--- config.mk ---
export PLATFORM = sky130hd
export DESIGN_NAME = bus_router
export DESIGN_NICKNAME = d
export VERILOG_FILES = /design/src/bus_pkg.sv /design/src/target_pkg.sv /design/src/addr_decoder.sv /design/src/bus_router.sv /design/src/response_tracker.sv /design/src/target_port.sv
export VERILOG_INCLUDE_DIRS = /design/src /design/src/src
export SDC_FILE = /design/constraint.sdc
export NUM_CORES = 1
export LEC_CHECK = 0
export ABC_AREA = 1
export BUFFER_PORTS_ARGS = -buffer_cell sky130_fd_sc_hd__buf_2
export CORE_AREA = 2 2 173 175
export CTS_BUF_LIST = sky130_fd_sc_hd__clkbuf_16
export DETAILED_ROUTE_END_ITERATION = 10
export DIE_AREA = 0 0 175 177
export HOLD_SLACK_MARGIN = 0.02
export SETUP_SLACK_MARGIN = 0.1
export SYNTH_ARGS = -nofsm -noshare
export SYNTH_HDL_FRONTEND = slang
export SYNTH_SLANG_ARGS = --single-unit
--- constraint.sdc ---
create_clock -name clk -period 2.2 [get_ports clk]
set_input_delay 0.33 -clock clk [delete_from_list [all_inputs] [get_ports clk]]
set_output_delay 0.33 -clock clk [all_outputs]
set_load 0.02 [all_outputs]
--- src/router_params.svh ---
`ifndef ROUTER_PARAMS_SVH
`define ROUTER_PARAMS_SVH

////////////////////////////////////////////////////
// Bus widths
////////////////////////////////////////////////////

`define ROUTER_DATA_W 32
`define ROUTER_ADDR_W 32
`define ROUTER_LANES  4

// Word index widths seen by the targets
`define RAM_INDEX_W   12
`define REG_INDEX_W   3

////////////////////////////////////////////////////
// Memory map
////////////////////////////////////////////////////

// haddr[15:14] picks the target, 1x is the register block
`define MAP_SEL_HI    15
`define MAP_SEL_LO    14

`endif

--- src/bus_pkg.sv ---
`default_nettype none

`include "router_params.svh"

package bus_pkg;

    // Data and address vectors of the master buses
    typedef logic [`ROUTER_DATA_W-1:0] word_t;
    typedef logic [`ROUTER_ADDR_W-1:0] haddr_t;

    // One enable bit per byte lane
    typedef logic [`ROUTER_LANES-1:0] lane_t;

    // Transfer type, only IDLE and NONSEQ are issued by the cores
    typedef enum logic [1:0] {
        HTRANS_IDLE   = 2'b00,
        HTRANS_NONSEQ = 2'b10
    } htrans_t;

    // Transfer size
    typedef enum logic [2:0] {
        HSIZE_BYTE = 3'b000,
        HSIZE_HALF = 3'b001,
        HSIZE_WORD = 3'b010
    } hsize_t;

endpackage

`default_nettype wire

--- src/target_pkg.sv ---
`default_nettype none

`include "router_params.svh"

package target_pkg;

    // Encoding follows the map select field
    typedef enum logic [1:0] {
        TGT_INST = 2'b00,
        TGT_DATA = 2'b01,
        TGT_REGS = 2'b10
    } target_sel_t;

    // Master identity, also the value of a favor bit
    typedef enum logic {
        MST_IMEM = 1'b0,
        MST_DMEM = 1'b1
    } master_id_t;

    // Word index into a RAM
    typedef logic [`RAM_INDEX_W-1:0] ram_index_t;

    // Register number in the register block
    typedef logic [`REG_INDEX_W-1:0] reg_index_t;

endpackage

`default_nettype wire

--- src/addr_decoder.sv ---
`timescale 1ns/1ns
`default_nettype none

`include "router_params.svh"

module addr_decoder (
    input  wire bus_pkg::haddr_t         haddr,
    input  wire bus_pkg::htrans_t        htrans,
    input  wire bus_pkg::hsize_t         hsize,
    output logic                         req,
    output target_pkg::target_sel_t      target,
    output target_pkg::ram_index_t       index,
    output bus_pkg::lane_t               lanes
);

    // A master only asks for the bus with a NONSEQ transfer
    assign req = (htrans == bus_pkg::HTRANS_NONSEQ);

    // Word address, the registers take the low bits of it
    assign index = haddr[`RAM_INDEX_W+1:2];

    ////////////////////////////////////////////////////
    // Target select
    ////////////////////////////////////////////////////

    always_comb begin
        if (haddr[`MAP_SEL_HI]) begin
            target = target_pkg::TGT_REGS;
        end else if (haddr[`MAP_SEL_LO]) begin
            target = target_pkg::TGT_DATA;
        end else begin
            target = target_pkg::TGT_INST;
        end
    end

    ////////////////////////////////////////////////////
    // Byte lanes from size and offset
    ////////////////////////////////////////////////////

    always_comb begin
        case (hsize)
            bus_pkg::HSIZE_BYTE: begin
                lanes = bus_pkg::lane_t'(1) << haddr[1:0];
            end
            bus_pkg::HSIZE_HALF: begin
                // Upper or lower halfword
                lanes = haddr[1] ? 4'b1100 : 4'b0011;
            end
            default: begin
                lanes = '1;
            end
        endcase
    end

endmodule

`default_nettype wire

--- src/bus_router.sv ---
`timescale 1ns/1ns
`default_nettype none

`include "router_params.svh"

module bus_router (
    input  wire                          clk,
    input  wire                          reset,
    // Instruction fetch master
    input  wire bus_pkg::haddr_t         imem_haddr,
    input  wire bus_pkg::htrans_t        imem_htrans,
    input  wire                          imem_hwrite,
    input  wire bus_pkg::hsize_t         imem_hsize,
    input  wire bus_pkg::word_t          imem_hwdata,
    output bus_pkg::word_t               imem_hrdata,
    output logic                         imem_hready,
    // Load/store master
    input  wire bus_pkg::haddr_t         dmem_haddr,
    input  wire bus_pkg::htrans_t        dmem_htrans,
    input  wire                          dmem_hwrite,
    input  wire bus_pkg::hsize_t         dmem_hsize,
    input  wire bus_pkg::word_t          dmem_hwdata,
    output bus_pkg::word_t               dmem_hrdata,
    output logic                         dmem_hready,
    // Instruction RAM
    output target_pkg::ram_index_t       inst_addr,
    output bus_pkg::word_t               inst_write,
    output bus_pkg::lane_t               inst_wben,
    output logic                         inst_rwn,
    input  wire bus_pkg::word_t          inst_read,
    // Data RAM
    output target_pkg::ram_index_t       data_addr,
    output bus_pkg::word_t               data_write,
    output bus_pkg::lane_t               data_wben,
    output logic                         data_rwn,
    input  wire bus_pkg::word_t          data_read,
    // Register block
    output target_pkg::reg_index_t       reg_addr,
    output bus_pkg::word_t               reg_write,
    output bus_pkg::lane_t               reg_wben,
    output logic                         reg_rwn,
    input  wire bus_pkg::word_t          reg_read
);

    // Decoded requests
    logic                    imem_req;
    target_pkg::target_sel_t imem_target;
    target_pkg::ram_index_t  imem_index;
    bus_pkg::lane_t          imem_lanes;
    logic                    dmem_req;
    target_pkg::target_sel_t dmem_target;
    target_pkg::ram_index_t  dmem_index;
    bus_pkg::lane_t          dmem_lanes;

    // Grants, named target then master
    logic inst_imem_grant;
    logic inst_dmem_grant;
    logic data_imem_grant;
    logic data_dmem_grant;
    logic reg_imem_grant;
    logic reg_dmem_grant;

    logic imem_busy;
    logic dmem_busy;

    ////////////////////////////////////////////////////
    // Decode
    ////////////////////////////////////////////////////

    addr_decoder imem_dec (
        .haddr (imem_haddr),  .htrans (imem_htrans), .hsize (imem_hsize),
        .req   (imem_req),    .target (imem_target),
        .index (imem_index),  .lanes  (imem_lanes)
    );

    addr_decoder dmem_dec (
        .haddr (dmem_haddr),  .htrans (dmem_htrans), .hsize (dmem_hsize),
        .req   (dmem_req),    .target (dmem_target),
        .index (dmem_index),  .lanes  (dmem_lanes)
    );

    ////////////////////////////////////////////////////
    // Target ports
    ////////////////////////////////////////////////////

    target_port #(
        .TARGET      (target_pkg::TGT_INST),
        .FAVOR_RESET (target_pkg::MST_IMEM),
        .INDEX_W     (`RAM_INDEX_W)
    ) inst_port (
        .clk (clk), .reset (reset),
        .imem_req (imem_req), .imem_target (imem_target), .imem_index (imem_index),
        .imem_lanes (imem_lanes), .imem_hwrite (imem_hwrite),
        .imem_hwdata (imem_hwdata), .imem_busy (imem_busy),
        .dmem_req (dmem_req), .dmem_target (dmem_target), .dmem_index (dmem_index),
        .dmem_lanes (dmem_lanes), .dmem_hwrite (dmem_hwrite),
        .dmem_hwdata (dmem_hwdata), .dmem_busy (dmem_busy),
        .imem_grant (inst_imem_grant), .dmem_grant (inst_dmem_grant),
        .tgt_addr (inst_addr), .tgt_wdata (inst_write),
        .tgt_wben (inst_wben), .tgt_rwn (inst_rwn)
    );

    target_port #(
        .TARGET      (target_pkg::TGT_DATA),
        .FAVOR_RESET (target_pkg::MST_DMEM),
        .INDEX_W     (`RAM_INDEX_W)
    ) data_port (
        .clk (clk), .reset (reset),
        .imem_req (imem_req), .imem_target (imem_target), .imem_index (imem_index),
        .imem_lanes (imem_lanes), .imem_hwrite (imem_hwrite),
        .imem_hwdata (imem_hwdata), .imem_busy (imem_busy),
        .dmem_req (dmem_req), .dmem_target (dmem_target), .dmem_index (dmem_index),
        .dmem_lanes (dmem_lanes), .dmem_hwrite (dmem_hwrite),
        .dmem_hwdata (dmem_hwdata), .dmem_busy (dmem_busy),
        .imem_grant (data_imem_grant), .dmem_grant (data_dmem_grant),
        .tgt_addr (data_addr), .tgt_wdata (data_write),
        .tgt_wben (data_wben), .tgt_rwn (data_rwn)
    );

    // Register block uses the low word address bits only
    target_port #(
        .TARGET      (target_pkg::TGT_REGS),
        .FAVOR_RESET (target_pkg::MST_DMEM),
        .INDEX_W     (`REG_INDEX_W)
    ) reg_port (
        .clk (clk), .reset (reset),
        .imem_req (imem_req), .imem_target (imem_target), .imem_index (imem_index),
        .imem_lanes (imem_lanes), .imem_hwrite (imem_hwrite),
        .imem_hwdata (imem_hwdata), .imem_busy (imem_busy),
        .dmem_req (dmem_req), .dmem_target (dmem_target), .dmem_index (dmem_index),
        .dmem_lanes (dmem_lanes), .dmem_hwrite (dmem_hwrite),
        .dmem_hwdata (dmem_hwdata), .dmem_busy (dmem_busy),
        .imem_grant (reg_imem_grant), .dmem_grant (reg_dmem_grant),
        .tgt_addr (reg_addr), .tgt_wdata (reg_write),
        .tgt_wben (reg_wben), .tgt_rwn (reg_rwn)
    );

    ////////////////////////////////////////////////////
    // Responses
    ////////////////////////////////////////////////////

    response_tracker imem_resp (
        .clk (clk), .reset (reset),
        .grant_inst (inst_imem_grant), .grant_data (data_imem_grant),
        .grant_regs (reg_imem_grant),
        .inst_read (inst_read), .data_read (data_read), .reg_read (reg_read),
        .hready (imem_hready), .hrdata (imem_hrdata), .busy (imem_busy)
    );

    response_tracker dmem_resp (
        .clk (clk), .reset (reset),
        .grant_inst (inst_dmem_grant), .grant_data (data_dmem_grant),
        .grant_regs (reg_dmem_grant),
        .inst_read (inst_read), .data_read (data_read), .reg_read (reg_read),
        .hready (dmem_hready), .hrdata (dmem_hrdata), .busy (dmem_busy)
    );

endmodule

`default_nettype wire

--- src/response_tracker.sv ---
`timescale 1ns/1ns
`default_nettype none

`include "router_params.svh"

module response_tracker (
    input  wire                  clk,
    input  wire                  reset,
    // Grants for this master from each target port
    input  wire                  grant_inst,
    input  wire                  grant_data,
    input  wire                  grant_regs,
    // Read data from the targets
    input  wire bus_pkg::word_t  inst_read,
    input  wire bus_pkg::word_t  data_read,
    input  wire bus_pkg::word_t  reg_read,
    output logic                 hready,
    output bus_pkg::word_t       hrdata,
    output logic                 busy
);

    typedef enum logic {
        RESP_IDLE,
        RESP_ACK
    } resp_state_t;

    resp_state_t             state;
    target_pkg::target_sel_t ack_target;

    ////////////////////////////////////////////////////
    // Ack state
    ////////////////////////////////////////////////////

    // The ack always follows a grant by one cycle
    always_ff @(posedge clk) begin
        if (reset) begin
            state      <= RESP_IDLE;
            ack_target <= target_pkg::TGT_INST;
        end else if (grant_inst || grant_data || grant_regs) begin
            state <= RESP_ACK;
            if (grant_regs) begin
                ack_target <= target_pkg::TGT_REGS;
            end else if (grant_data) begin
                ack_target <= target_pkg::TGT_DATA;
            end else begin
                ack_target <= target_pkg::TGT_INST;
            end
        end else begin
            state <= RESP_IDLE;
        end
    end

    assign hready = (state == RESP_ACK);

    // Request is still held during the ack cycle
    assign busy = (state == RESP_ACK);

    // Read data comes from the target that took the access
    always_comb begin
        case (ack_target)
            target_pkg::TGT_INST: hrdata = inst_read;
            target_pkg::TGT_DATA: hrdata = data_read;
            default:              hrdata = reg_read;
        endcase
    end

    a_one_target: assert property (@(posedge clk) disable iff (reset)
        $onehot0({grant_inst, grant_data, grant_regs}))
        else $error("response_tracker: granted by more than one target");

    a_ready_pulse: assert property (@(posedge clk) disable iff (reset)
        hready |=> !hready)
        else $error("response_tracker: hready held for two cycles");

endmodule

`default_nettype wire

--- src/target_port.sv ---
`timescale 1ns/1ns
`default_nettype none

`include "router_params.svh"

module target_port #(
    parameter target_pkg::target_sel_t TARGET      = target_pkg::TGT_INST,
    parameter target_pkg::master_id_t  FAVOR_RESET = target_pkg::MST_IMEM,
    parameter int                      INDEX_W     = `RAM_INDEX_W
) (
    input  wire                           clk,
    input  wire                           reset,
    // Instruction fetch master
    input  wire                           imem_req,
    input  wire target_pkg::target_sel_t  imem_target,
    input  wire target_pkg::ram_index_t   imem_index,
    input  wire bus_pkg::lane_t           imem_lanes,
    input  wire                           imem_hwrite,
    input  wire bus_pkg::word_t           imem_hwdata,
    input  wire                           imem_busy,
    // Load/store master
    input  wire                           dmem_req,
    input  wire target_pkg::target_sel_t  dmem_target,
    input  wire target_pkg::ram_index_t   dmem_index,
    input  wire bus_pkg::lane_t           dmem_lanes,
    input  wire                           dmem_hwrite,
    input  wire bus_pkg::word_t           dmem_hwdata,
    input  wire                           dmem_busy,
    // Grants and registered target access
    output logic                          imem_grant,
    output logic                          dmem_grant,
    output logic [INDEX_W-1:0]            tgt_addr,
    output bus_pkg::word_t                tgt_wdata,
    output bus_pkg::lane_t                tgt_wben,
    output logic                          tgt_rwn
);

    logic                   imem_want;
    logic                   dmem_want;
    logic                   conflict;
    target_pkg::master_id_t favor;

    logic [INDEX_W-1:0]     sel_index;
    bus_pkg::lane_t         sel_lanes;
    logic                   sel_hwrite;
    bus_pkg::word_t         sel_hwdata;

    ////////////////////////////////////////////////////
    // Arbitration
    ////////////////////////////////////////////////////

    // A master still waiting on its ack is not a new request
    assign imem_want = imem_req && (imem_target == TARGET) && !imem_busy;
    assign dmem_want = dmem_req && (dmem_target == TARGET) && !dmem_busy;
    assign conflict  = imem_want && dmem_want;

    assign imem_grant = imem_want && (!dmem_want || favor == target_pkg::MST_IMEM);
    assign dmem_grant = dmem_want && (!imem_want || favor == target_pkg::MST_DMEM);

    // Favor only moves when there was a real conflict
    always_ff @(posedge clk) begin
        if (reset) begin
            favor <= FAVOR_RESET;
        end else if (conflict) begin
            favor <= (favor == target_pkg::MST_IMEM) ? target_pkg::MST_DMEM
                                                     : target_pkg::MST_IMEM;
        end
    end

    // Winner's access fields
    always_comb begin
        if (dmem_grant) begin
            sel_index  = dmem_index[INDEX_W-1:0];
            sel_lanes  = dmem_lanes;
            sel_hwrite = dmem_hwrite;
            sel_hwdata = dmem_hwdata;
        end else begin
            sel_index  = imem_index[INDEX_W-1:0];
            sel_lanes  = imem_lanes;
            sel_hwrite = imem_hwrite;
            sel_hwdata = imem_hwdata;
        end
    end

    ////////////////////////////////////////////////////
    // Registered access
    ////////////////////////////////////////////////////

    // Write strobes last a single cycle per granted write
    always_ff @(posedge clk) begin
        if (reset) begin
            tgt_wben <= '0;
            tgt_rwn  <= 1'b1;
        end else if (imem_grant || dmem_grant) begin
            tgt_wben <= sel_hwrite ? sel_lanes : '0;
            tgt_rwn  <= !sel_hwrite;
        end else begin
            tgt_wben <= '0;
            tgt_rwn  <= 1'b1;
        end
    end

    // Address holds between accesses so read data stays put
    always_ff @(posedge clk) begin
        if (imem_grant || dmem_grant) begin
            tgt_addr  <= sel_index;
            tgt_wdata <= sel_hwdata;
        end
    end

    // Busy from the tracker masks a master during its ack cycle
    a_imem_no_regrant: assert property (@(posedge clk) disable iff (reset)
        imem_grant |=> !imem_grant)
        else $error("target_port: imem granted twice for one transfer");

    a_dmem_no_regrant: assert property (@(posedge clk) disable iff (reset)
        dmem_grant |=> !dmem_grant)
        else $error("target_port: dmem granted twice for one transfer");

endmodule

`default_nettype wire

==> results.toml, run 1 <==
[status]
status = "finished, final reports clean"

[yosys]
yosysSeqAreaShare_pct = 55.1
avgSynthCellArea_sq_um = 8.99
synth-edff-count = 123
synth_top_area_share_pct = 48.7
synthArstFlopShare_pct = 0
synth.cell_area_sq_um = 7580
synth_common_cells = "nand2_1 (226), inv_1 (128), edfxtp_1 (123)"
synth_seq_cells = 147
synth_nets = 1081
synthCells = 843
synth_most_common_cell = "nand2_1"
yosysWarnings = 0
synth_area_leaders = "edfxtp_1 (49%), nand2_1 (11%), dfxtp_1 (6.3%)"
synth_cell_types = 32
synth_top_area_cell = "edfxtp_1"
synth_ff_type = "edfxtp_1"

[setup_path]
end_kind = "primary output"
critPathMaxFanout = 15
worst_ep_required_time_ns = 1.87
cp-start-kind = "register"
path_class = "register to primary output"
worstPathArrival_ns = 1.66

[sta]
timing.fmax_mhz = 504
slew_headroom_pct = 69.7
rsz0062_at_grt = "false"
tightest_slew_ns = 0.453
min_period_ns = 1.99
hold_viol_final = 0
finalSetupViolCount = 0
fin_ws_ns = 0.214
slew_viol_final = 0
fin_tns_setup_ns = 0
period_share_pct = 90.3
fin_skew_ns = 0.0101

[flow_run]
maxCapViolCount = 0

[placed_design]
io_buffers = 409
pre_cts_slack_ns = 0.271
hpwl_mm = 22.0
gp_congestion = 0.892

[route]
firstDrtPassIters = 5
num_vias = 7650
finalWirelength_mm = 28.2
drtIter0Drc = 557
drc = 0
wl_per_cell_um = 17.0
antenna_left = 0
vias_per_cell = 4.60

[floorplanning]
die_w_um = 175
core_area_sq_um = 29200
row_count = 63
dieArea_sq_um = 31000
ioPinCount = 442
die_y_um = 177
initial_utilization_pct = 25.9

[global_route]
grt_max_degree = 65
grt_first_pass_wirelength_mm = 41.5
grt_use_met3_pct = 4.92
overflow = 0
grt_antenna_before_repair = 9
track_usage_pct = 17.7
grt_pass1_vias = 7327
gr-usage-met1_pct = 18.8
grt_util_met2_pct = 32.3
grt.busiest_layer = "met2"

[cts]
cts.sinks = 147
path_clk_slew_ns = 0.06
cts_root_buf = "clkbuf_16"
cts_max_path_buffers = 2
cts_max_level = 4
worstSkewPairLatency_ns = 0.42
cts_buffers = 17
cts_tree = "yes"

[pwr]
vdd_drop_max_mv = 0.493
p_per_area_nw_per_um2 = 725
seqPwrFrac_pct = 40.7
p_switching_mw = 2.14
combPwrFrac_pct = 18.9
swShare_pct = 27.3
p_leak_nw = 5.43
internal_power_mw = 5.69
clockPowerShare_pct = 40.4

[worst_hold_path]
hp-class = "primary input to register"

[cells_and_area]
nNetsFinal = 1493
area_growth_pct = 42.7
nFillCells = 3029
seqCellArea_sq_um = 4180
drive_gt1_share_pct = 39.5
multi_input_area_sq_um = 2630
## power groups by stage
| stage | clock network [mW] | registers [mW] | logic, mW |
|---|---|---|---|
| 2_1_floorplan | 0 | 3.38 | 0.699 |
| 3_5_place_dp | 0 | 3.25 | 1.48 |
| 5_1_grt | 3.33 | 3.20 | 1.62 |
| 4_1_cts | 3.22 | 3.19 | 1.49 |
| 3_3_place_gp | 0 | 3.25 | 1.46 |
| 6_report | 3.16 | 3.19 | 1.48 |
## area by class of cell
type	instances	share of cell area, %
tap	390	4.51
inverter	133	4.62
multi-input combinational	517	24.3
antenna	6	0.139
timing repair buffer	439	21.9
sequential	147	38.6
clock buffer	17	3.93
clock inverter	15	1.98
## state kept, by name, indices dropped and copies added, names as in the netlist, 2 cells and up
name and count:
data_port.tgt_wdata 32, inst_port.tgt_wdata 32, reg_port.tgt_wdata 32, data_port.tgt_addr 12, inst_port.tgt_addr 12, data_port.tgt_wben 4
inst_port.tgt_wben 4, reg_port.tgt_wben 4, reg_port.tgt_addr 3, dmem_resp.ack_target 2, imem_resp.ack_target 2
## worst paths after layout
| check | start | slack, ns | endpoint | cells past startpoint |
|---|---|---|---|---|
| max reg2reg | dmem_resp.busy$_SDFF_PP0_ | 0.41 | inst_port.tgt_wdata[11]$_DFFE_PN_ | 6 |
| min | reset | 0.12 | inst_port.favor$_SDFFE_PP0P_ | 2 |
| max | dmem_resp.ack_target[0]$_SDFFE_PP0P_ | 0.21 | dmem_hrdata[17] | 5 |
| min reg2reg | data_port.favor$_SDFFE_PP1P_ | 0.50 | data_port.favor$_SDFFE_PP1P_ | 2 |
## timing repair
| action | in CTS | in global routing |
|---|---|---|
| pin swaps | 1 | 1 |
| hold buffers | 0 | 0 |
| setup endpoints to repair | 27 | 17 |
| resized for setup | 3 | 3 |
| setup buffers | 0 | 2 |
## logic make-up (layout without fill, tap and decap cells)
| family | Yosys count | in the layout | share of synthesized area, % |
|---|---|---|---|
| flops | 147 | 147 | 55.1 |
| compound gates | 237 | 237 | 18.7 |
| other cells | 0 | 6 | 0 |
| buf+inv | 179 | 604 | 10.6 |
| simple gates | 280 | 280 | 15.7 |
## per-layer routing
layer	routed length, um	up-vias	part of all wire, %
met4	1140	0	4.0
met1	10400	3505	37
li1	-	3691	-
met3	2430	52	8.6
met5	0	-	0
met2	14300	402	51
## cells in the final DEF, fill, tap and decap left out, types with 4 or more instances in the layout
master and n:
buf_2 408, nand2_1 222, inv_1 131, edfxtp_1 123
o21ai_0 85, o21ai_1 70, o221ai_1 26, a22oi_1 25
dfxtp_1 23, buf_4 23, nor2_1 17, clkbuf_16 17
nand3_1 16, o211ai_1 13, a21oi_1 9, buf_12 7
diode_2 6, nor2_2 6, o21ai_2 5, bufinv_16 5
inv_2 4, nor2_4 4, nand2_2 4
## worst max-delay path: stages (launching register included)
cell,delay (ns)
dfxtp_2,0.36
nor2_4,0.23
buf_6,0.21
a22oi_1,0.10
o21ai_0,0.12
buf_2,0.21
## metrics by stage
stage          instances  area, sq um  hold WS (ns)  utilization (%)  power, mW
2_1_floorplan        843         7580         0.399                -       4.08
3_3_place_gp        1624        10100         0.480             34.6       4.71
4_1_cts             1656        10800        0.0969             36.8       7.90
6_report            1664        10800         0.122             37.0       7.84
3_5_place_dp        1624        10100         0.489             34.6       4.73
5_1_grt             1662        10800         0.116             37.0       8.16
Power figures use the tool's default switching activity.
==> inputs of run 2 (changes only) <==
CORE_AREA = 2 2 172 174   (was 2 2 173 175)
DIE_AREA = 0 0 174 176   (was 0 0 175 177)
SYNTH_HIERARCHICAL = 1   (was unset)
==> run 2 against run 1 <==
Core utilization grew 1.6 points. Clock skew shrank 0.0028 ns. Highest routed layer is now met5. Cell area grew 1.8%.
==> results.toml, run 2 <==
[status]
status = "finished, final reports clean"

[setup_path]
r2r_start = "dmem_resp/busy$_SDFF_PP0_"
critPathMaxFanout = 32
crit_start = "imem_resp/ack_target[0]$_SDFFE_PP0P_"
worst_ep_required_time_ns = 1.87
ff2ff_path_depth = 8
r2r-end = "dmem_resp/ack_target[1]$_SDFFE_PP0P_"
end_kind = "primary output"
path_class = "register to primary output"
cp-start-kind = "register"
worstPathArrival_ns = 1.65
r2r_setup_slack_ns = 0.45

[placed_design]
hpwl_mm = 22.5
placed_cells = 1794
io_buffers = 409
gp_congestion = 0.827
pre_cts_slack_ns = 0.194
placement.cell_area_sq_um = 10400

[cells_and_area]
area_growth_pct = 34.9
nFillCells = 2993
layout_common_cells = "nand2_1 (599), buf_2 (409), edfxtp_1 (123)"
largestRegisters = "data_port/tgt_wdata x32, inst_port/tgt_wdata x32, reg_port/tgt_wdata x32"
mostFrequentLayoutCell = "nand2_1"
nNetsFinal = 1667
fin_cells = 1837
drive_gt1_share_pct = 34.0
fin_area_sq_um = 11000

[cts]
cts_root_buf = "clkbuf_16"
cts_max_level = 4
cts_tree = "yes"
cts_buffers = 17
post_cts_buffers = 0
cts.sinks = 147
worstSkewPairLatency_ns = 0.41
cts_max_path_buffers = 2
path_clk_slew_ns = 0.07

[sta]
fin_ws_ns = 0.217
finalSetupViolCount = 0
tightest_slew_ns = 0.610
min_period_ns = 1.98
slew_viol_final = 0
timing.fmax_mhz = 504
slew_headroom_pct = 59.4
period_share_pct = 90.2
fin_tns_setup_ns = 0
hold_viol_final = 0
fin_skew_ns = 0.00723
rsz0062_at_grt = "false"

[global_route]
grt_antenna_before_repair = 17
overflow = 0
grt_first_pass_wirelength_mm = 44.8
track_usage_pct = 19.2
grt_max_degree = 47
grt_pass1_vias = 8000

[floorplanning]
die_y_um = 176
row_count = 62
ioPinCount = 442
core_area_sq_um = 28500
initial_utilization_pct = 28.6
dieArea_sq_um = 30600
die_w_um = 174

[route]
antenna_left = 0
num_vias = 8408
drtIter0Drc = 630
vias_per_cell = 4.58
wl_per_cell_um = 16.6
firstDrtPassIters = 5
drc = 0
finalWirelength_mm = 30.5

[yosys]
synth_most_common_cell = "nand2_1"
synth_ff_type = "edfxtp_1"
synthCells = 1057
synth_seq_cells = 147
synth_top_area_cell = "edfxtp_1"
yosysSeqAreaShare_pct = 51.2
synth_cell_types = 25
avgSynthCellArea_sq_um = 7.71
synth_common_cells = "nand2_1 (602), edfxtp_1 (123), nand3_1 (105)"
synth-edff-count = 123
synth_top_area_share_pct = 45.3
synth.cell_area_sq_um = 8150
synthArstFlopShare_pct = 0
yosysWarnings = 6
synth_area_leaders = "edfxtp_1 (45%), nand2_1 (28%), nand3_1 (6.4%)"
synth_nets = 1295

[worst_hold_path]
min_from = "dmem_haddr[7]"
hold_path_end = "data_port/tgt_addr[5]$_DFFE_PN_"
hold_depth = 3
hp-class = "primary input to register"

[pwr]
swShare_pct = 30.2
vdd_drop_max_mv = 0.452
seqPwrFrac_pct = 43.4
combPwrFrac_pct = 18.5
internal_power_mw = 5.12
p_leak_nw = 5.60
p_switching_mw = 2.21
p_per_area_nw_per_um2 = 666
clockPowerShare_pct = 38.1
p_total_mw = 7.33

[flow_run]
maxCapViolCount = 0
run 2: kinds of logic (layout without fill, tap and decap cells):
| kind of cell | count (synthesis) | after routing | share of synthesized area [%] |
|---|---|---|---|
| xor gates and xnor gates | 1 | 1 | 0.107 |
| buffers and inverters | 127 | 512 | 8.78 |
| other | 0 | 11 | 0 |
| and+or+nand+nor | 766 | 766 | 38.8 |
| AOI/OAI and AO/OA | 16 | 16 | 1.10 |
| DFF | 147 | 147 | 51.2 |
run 2: critical path: stages (launching register included):
cell and delay, ns:
dfxtp_1 0.39, inv_2 0.07, nor2_4 0.08, buf_6 0.26, nand2_1 0.08, nand3_1 0.15, buf_2 0.20
run 2: worst max-delay path by stage:
stage / to / cells after the start
6_report: imem_hrdata[8] / 6
5_1_grt: dmem_hrdata[7] / 6
4_1_cts: imem_hrdata[8] / 6
3_5_place_dp: dmem_resp/ack_target[1]$_SDFFE_PP0P_ / 10
3_3_place_gp: dmem_resp/ack_target[1]$_SDFFE_PP0P_ / 10
2_1_floorplan: reg_port/tgt_addr[0]$_DFFE_PN_ / 4
run 2: final cells by class:
| cell class | count | area [sq um] | share of cell area [%] |
|---|---|---|---|
| Sequential cell | 147 | 4170 | 37.9 |
| Multi-Input combinational cell | 783 | 3270 | 29.7 |
| Timing Repair Buffer | 426 | 2270 | 20.7 |
| Tap cell | 384 | 480 | 4.37 |
| Clock buffer | 17 | 425 | 3.87 |
| Inverter | 54 | 210 | 1.91 |
| Clock inverter | 15 | 141 | 1.28 |
| Antenna cell | 11 | 27.5 | 0.250 |
run 2: routing by layer:
| metal | track usage, % | up-vias | wire length [um] |
|---|---|---|---|
| met5 | 0 | - | 10 |
| met4 | 7.74 | 2 | 1340 |
| li1 | - | 4080 | - |
| met3 | 4.61 | 71 | 2410 |
| met2 | 35.3 | 452 | 15200 |
| met1 | 21.3 | 3803 | 11500 |
run 2: repair_timing:
action,CTS,global route
gates resized for setup,0,6
hold buffers,0,0
setup endpoints to repair,0,15
run 2: power by group through the flow:
stage / logic [mW] / clock network, mW / registers, mW
detailed placement: 1.35 / 0 / 3.24
global placement: 1.34 / 0 / 3.24
finish: 1.36 / 2.80 / 3.18
floorplan: 0.663 / 0 / 3.36
global route: 1.48 / 2.97 / 3.19
CTS: 1.36 / 2.87 / 3.18
run 2: metrics by stage:
step / hold slack (ns) / utilization (%)
CTS: 0.171 / 38.4
detailed placement: 0.458 / 36.4
global route: 0.181 / 38.5
global placement: 0.452 / 36.4
floorplan: 0.399 / -
finish: 0.197 / 38.5
==> inputs of run 3 (changes only) <==
PLACE_DENSITY = 0.55   (was unset)
==> run 3 against run 2 <==
Fmax decreased by 0.89%. Worst setup slack got worse by 0.018 ns. Cell area increased by 0.77%. Sequential power about the same. Sequential cell count unchanged. Critical path type unchanged. Core utilization increased by 0.30 points.
==> results.toml, run 3 (synthesized netlist as in run 2, its figures left out) <==
[route]
drtIter0Drc = 556
finalWirelength_mm = 30.4
firstDrtPassIters = 7
wl_per_cell_um = 16.5
antenna_left = 0
drc = 0
vias_per_cell = 4.56
num_vias = 8372

[cts]
cts.hold.buffers_added = 0
worstSkewPairLatency_ns = 0.43
cts_max_level = 4
path_clk_slew_ns = 0.06
cts_tree = "yes"
cts_buffers = 17
cts_max_path_buffers = 2
post_cts_buffers = 0
cts_resized = 1
cts.sinks = 147
cts_root_buf = "clkbuf_16"

[setup_path]
crit_chain = "inv_2 > nor2_4 > buf_6 > nand2_1 > nand3_1 > buf_2"
critPathMaxFanout = 32
crit_start = "imem_resp/ack_target[0]$_SDFFE_PP0P_"
cp-start-kind = "register"
cp_num_buf_inv = 3
worstSetupPathDepth = 6
path_class = "register to primary output"
worst_ep_required_time_ns = 1.87
ff2ff_path_depth = 8
slowest_delay_ns = 0.38
end_kind = "primary output"
r2r_start = "dmem_resp/busy$_SDFF_PP0_"
slowest_stage = "dfxtp_1"
critical_path.top_delay_family = "buffers and inverters"
worstPathArrival_ns = 1.67

[sta]
hold_viol_final = 0
timing.fmax_mhz = 500
period_share_pct = 91.0
finalSetupViolCount = 0
fin_tns_setup_ns = 0
tightest_slew_ns = 0.595
fin_ws_ns = 0.199
rsz0062_at_grt = "false"
fin_skew_ns = 0.0132
slew_viol_final = 0
min_period_ns = 2.00
slew_headroom_pct = 60.3

[cells_and_area]
nNetsFinal = 1670
largestRegisters = "data_port/tgt_wdata x32, inst_port/tgt_wdata x32, reg_port/tgt_wdata x32"
area_growth_pct = 36.0
drive_gt1_share_pct = 33.8
layout_common_cells = "nand2_1 (599), buf_2 (409), edfxtp_1 (123)"
mostFrequentLayoutCell = "nand2_1"

[pwr]
vdd_drop_max_mv = 0.412
p_per_area_nw_per_um2 = 678
p_total_mw = 7.52
p_leak_nw = 5.65

[global_route]
overflow = 0
grt_use_met3_pct = 5.90
grt_util_met2_pct = 35.3
track_usage_pct = 19.4
grt_first_pass_wirelength_mm = 45.0
grt.busiest_layer = "met2"
gr-usage-met1_pct = 20.3
grt_antenna_before_repair = 13
grt_pass1_vias = 8049
grt_max_degree = 47

[floorplanning]
ioPinCount = 442
die_w_um = 174
initial_utilization_pct = 28.6
row_count = 62
die_y_um = 176
dieArea_sq_um = 30600
core_area_sq_um = 28500

[status]
status = "finished, final reports clean"

[placed_design]
gp_congestion = 0.820
io_buffers = 409
hpwl_mm = 22.6
pre_cts_slack_ns = 0.174

[flow_run]
maxCapViolCount = 0

[worst_hold_path]
hold_depth = 3
min_from = "dmem_haddr[10]"
hp-class = "primary input to register"
run 3: cell types whose count changed in the layout (fill, tap and decap cells not counted):
cell	before	now
inv_8	4	0
clkinv_4	2	0
inv_1	48	51
clkinv_2	0	1
inv_6	5	1
clkinv_8	1	0
clkinv_1	1	3
buf_12	6	9
bufinv_16	0	4
diode_2	11	9
run 3: layout make-up:
cell class | count | area [sq um]
clock inverter | 14 | 171
sequential | 147 | 4170
tap | 384 | 480
fill | 3013 | 17500
clock buffer | 17 | 425
timing repair buffer | 429 | 2330
inverter | 54 | 210
antenna | 9 | 22.5
multi-input combinational | 783 | 3270
run 3: report_power, final:
group / leakage [nW] / switching, mW / internal [mW]
registers: 1.33 / 0.0310 / 3.15
clock network: 0.296 / 1.10 / 1.86
logic: 4.03 / 0.896 / 0.478
run 3: path summary, 6_finish.rpt:
check	to	slack, ns
worst min register to register	reg_port/favor$_SDFFE_PP1P_	0.46
worst max-delay path	imem_hrdata[11]	0.20
worst min-delay path	inst_port/tgt_addr[8]$_DFFE_PN_	0.19
worst max register to register	dmem_resp/ack_target[1]$_SDFFE_PP0P_	0.51
run 3: routing by layer:
| metal | part of all wire [%] | wire length [um] |
|---|---|---|
| met5 | 0.046 | 14 |
| met4 | 3.7 | 1130 |
| met3 | 9.6 | 2910 |
| met2 | 50 | 15200 |
| met1 | 37 | 11100 |
run 3: per-stage QoR:
stage | instances | utilization [%] | hold WS [ns] | instance area [sq um]
6_report | 1837 | 38.8 | 0.188 | 11100
4_1_cts | 1828 | 38.7 | 0.165 | 11000
3_5_place_dp | 1797 | 36.6 | 0.452 | 10400
2_1_floorplan | 1057 | - | 0.399 | 8160
5_1_grt | 1834 | 38.8 | 0.178 | 11100
3_3_place_gp | 1797 | 36.6 | 0.450 | 10400
run 3: worst reg2reg max path, stage by stage (launching register included):
cell and delay, ns:
dfxtp_1 0.37, inv_1 0.09, nand2_2 0.09, nor2_8 0.14, nand2_4 0.09, inv_4 0.44, nor2_1 0.15, a21oi_1 0.15
nor2_1 0.05
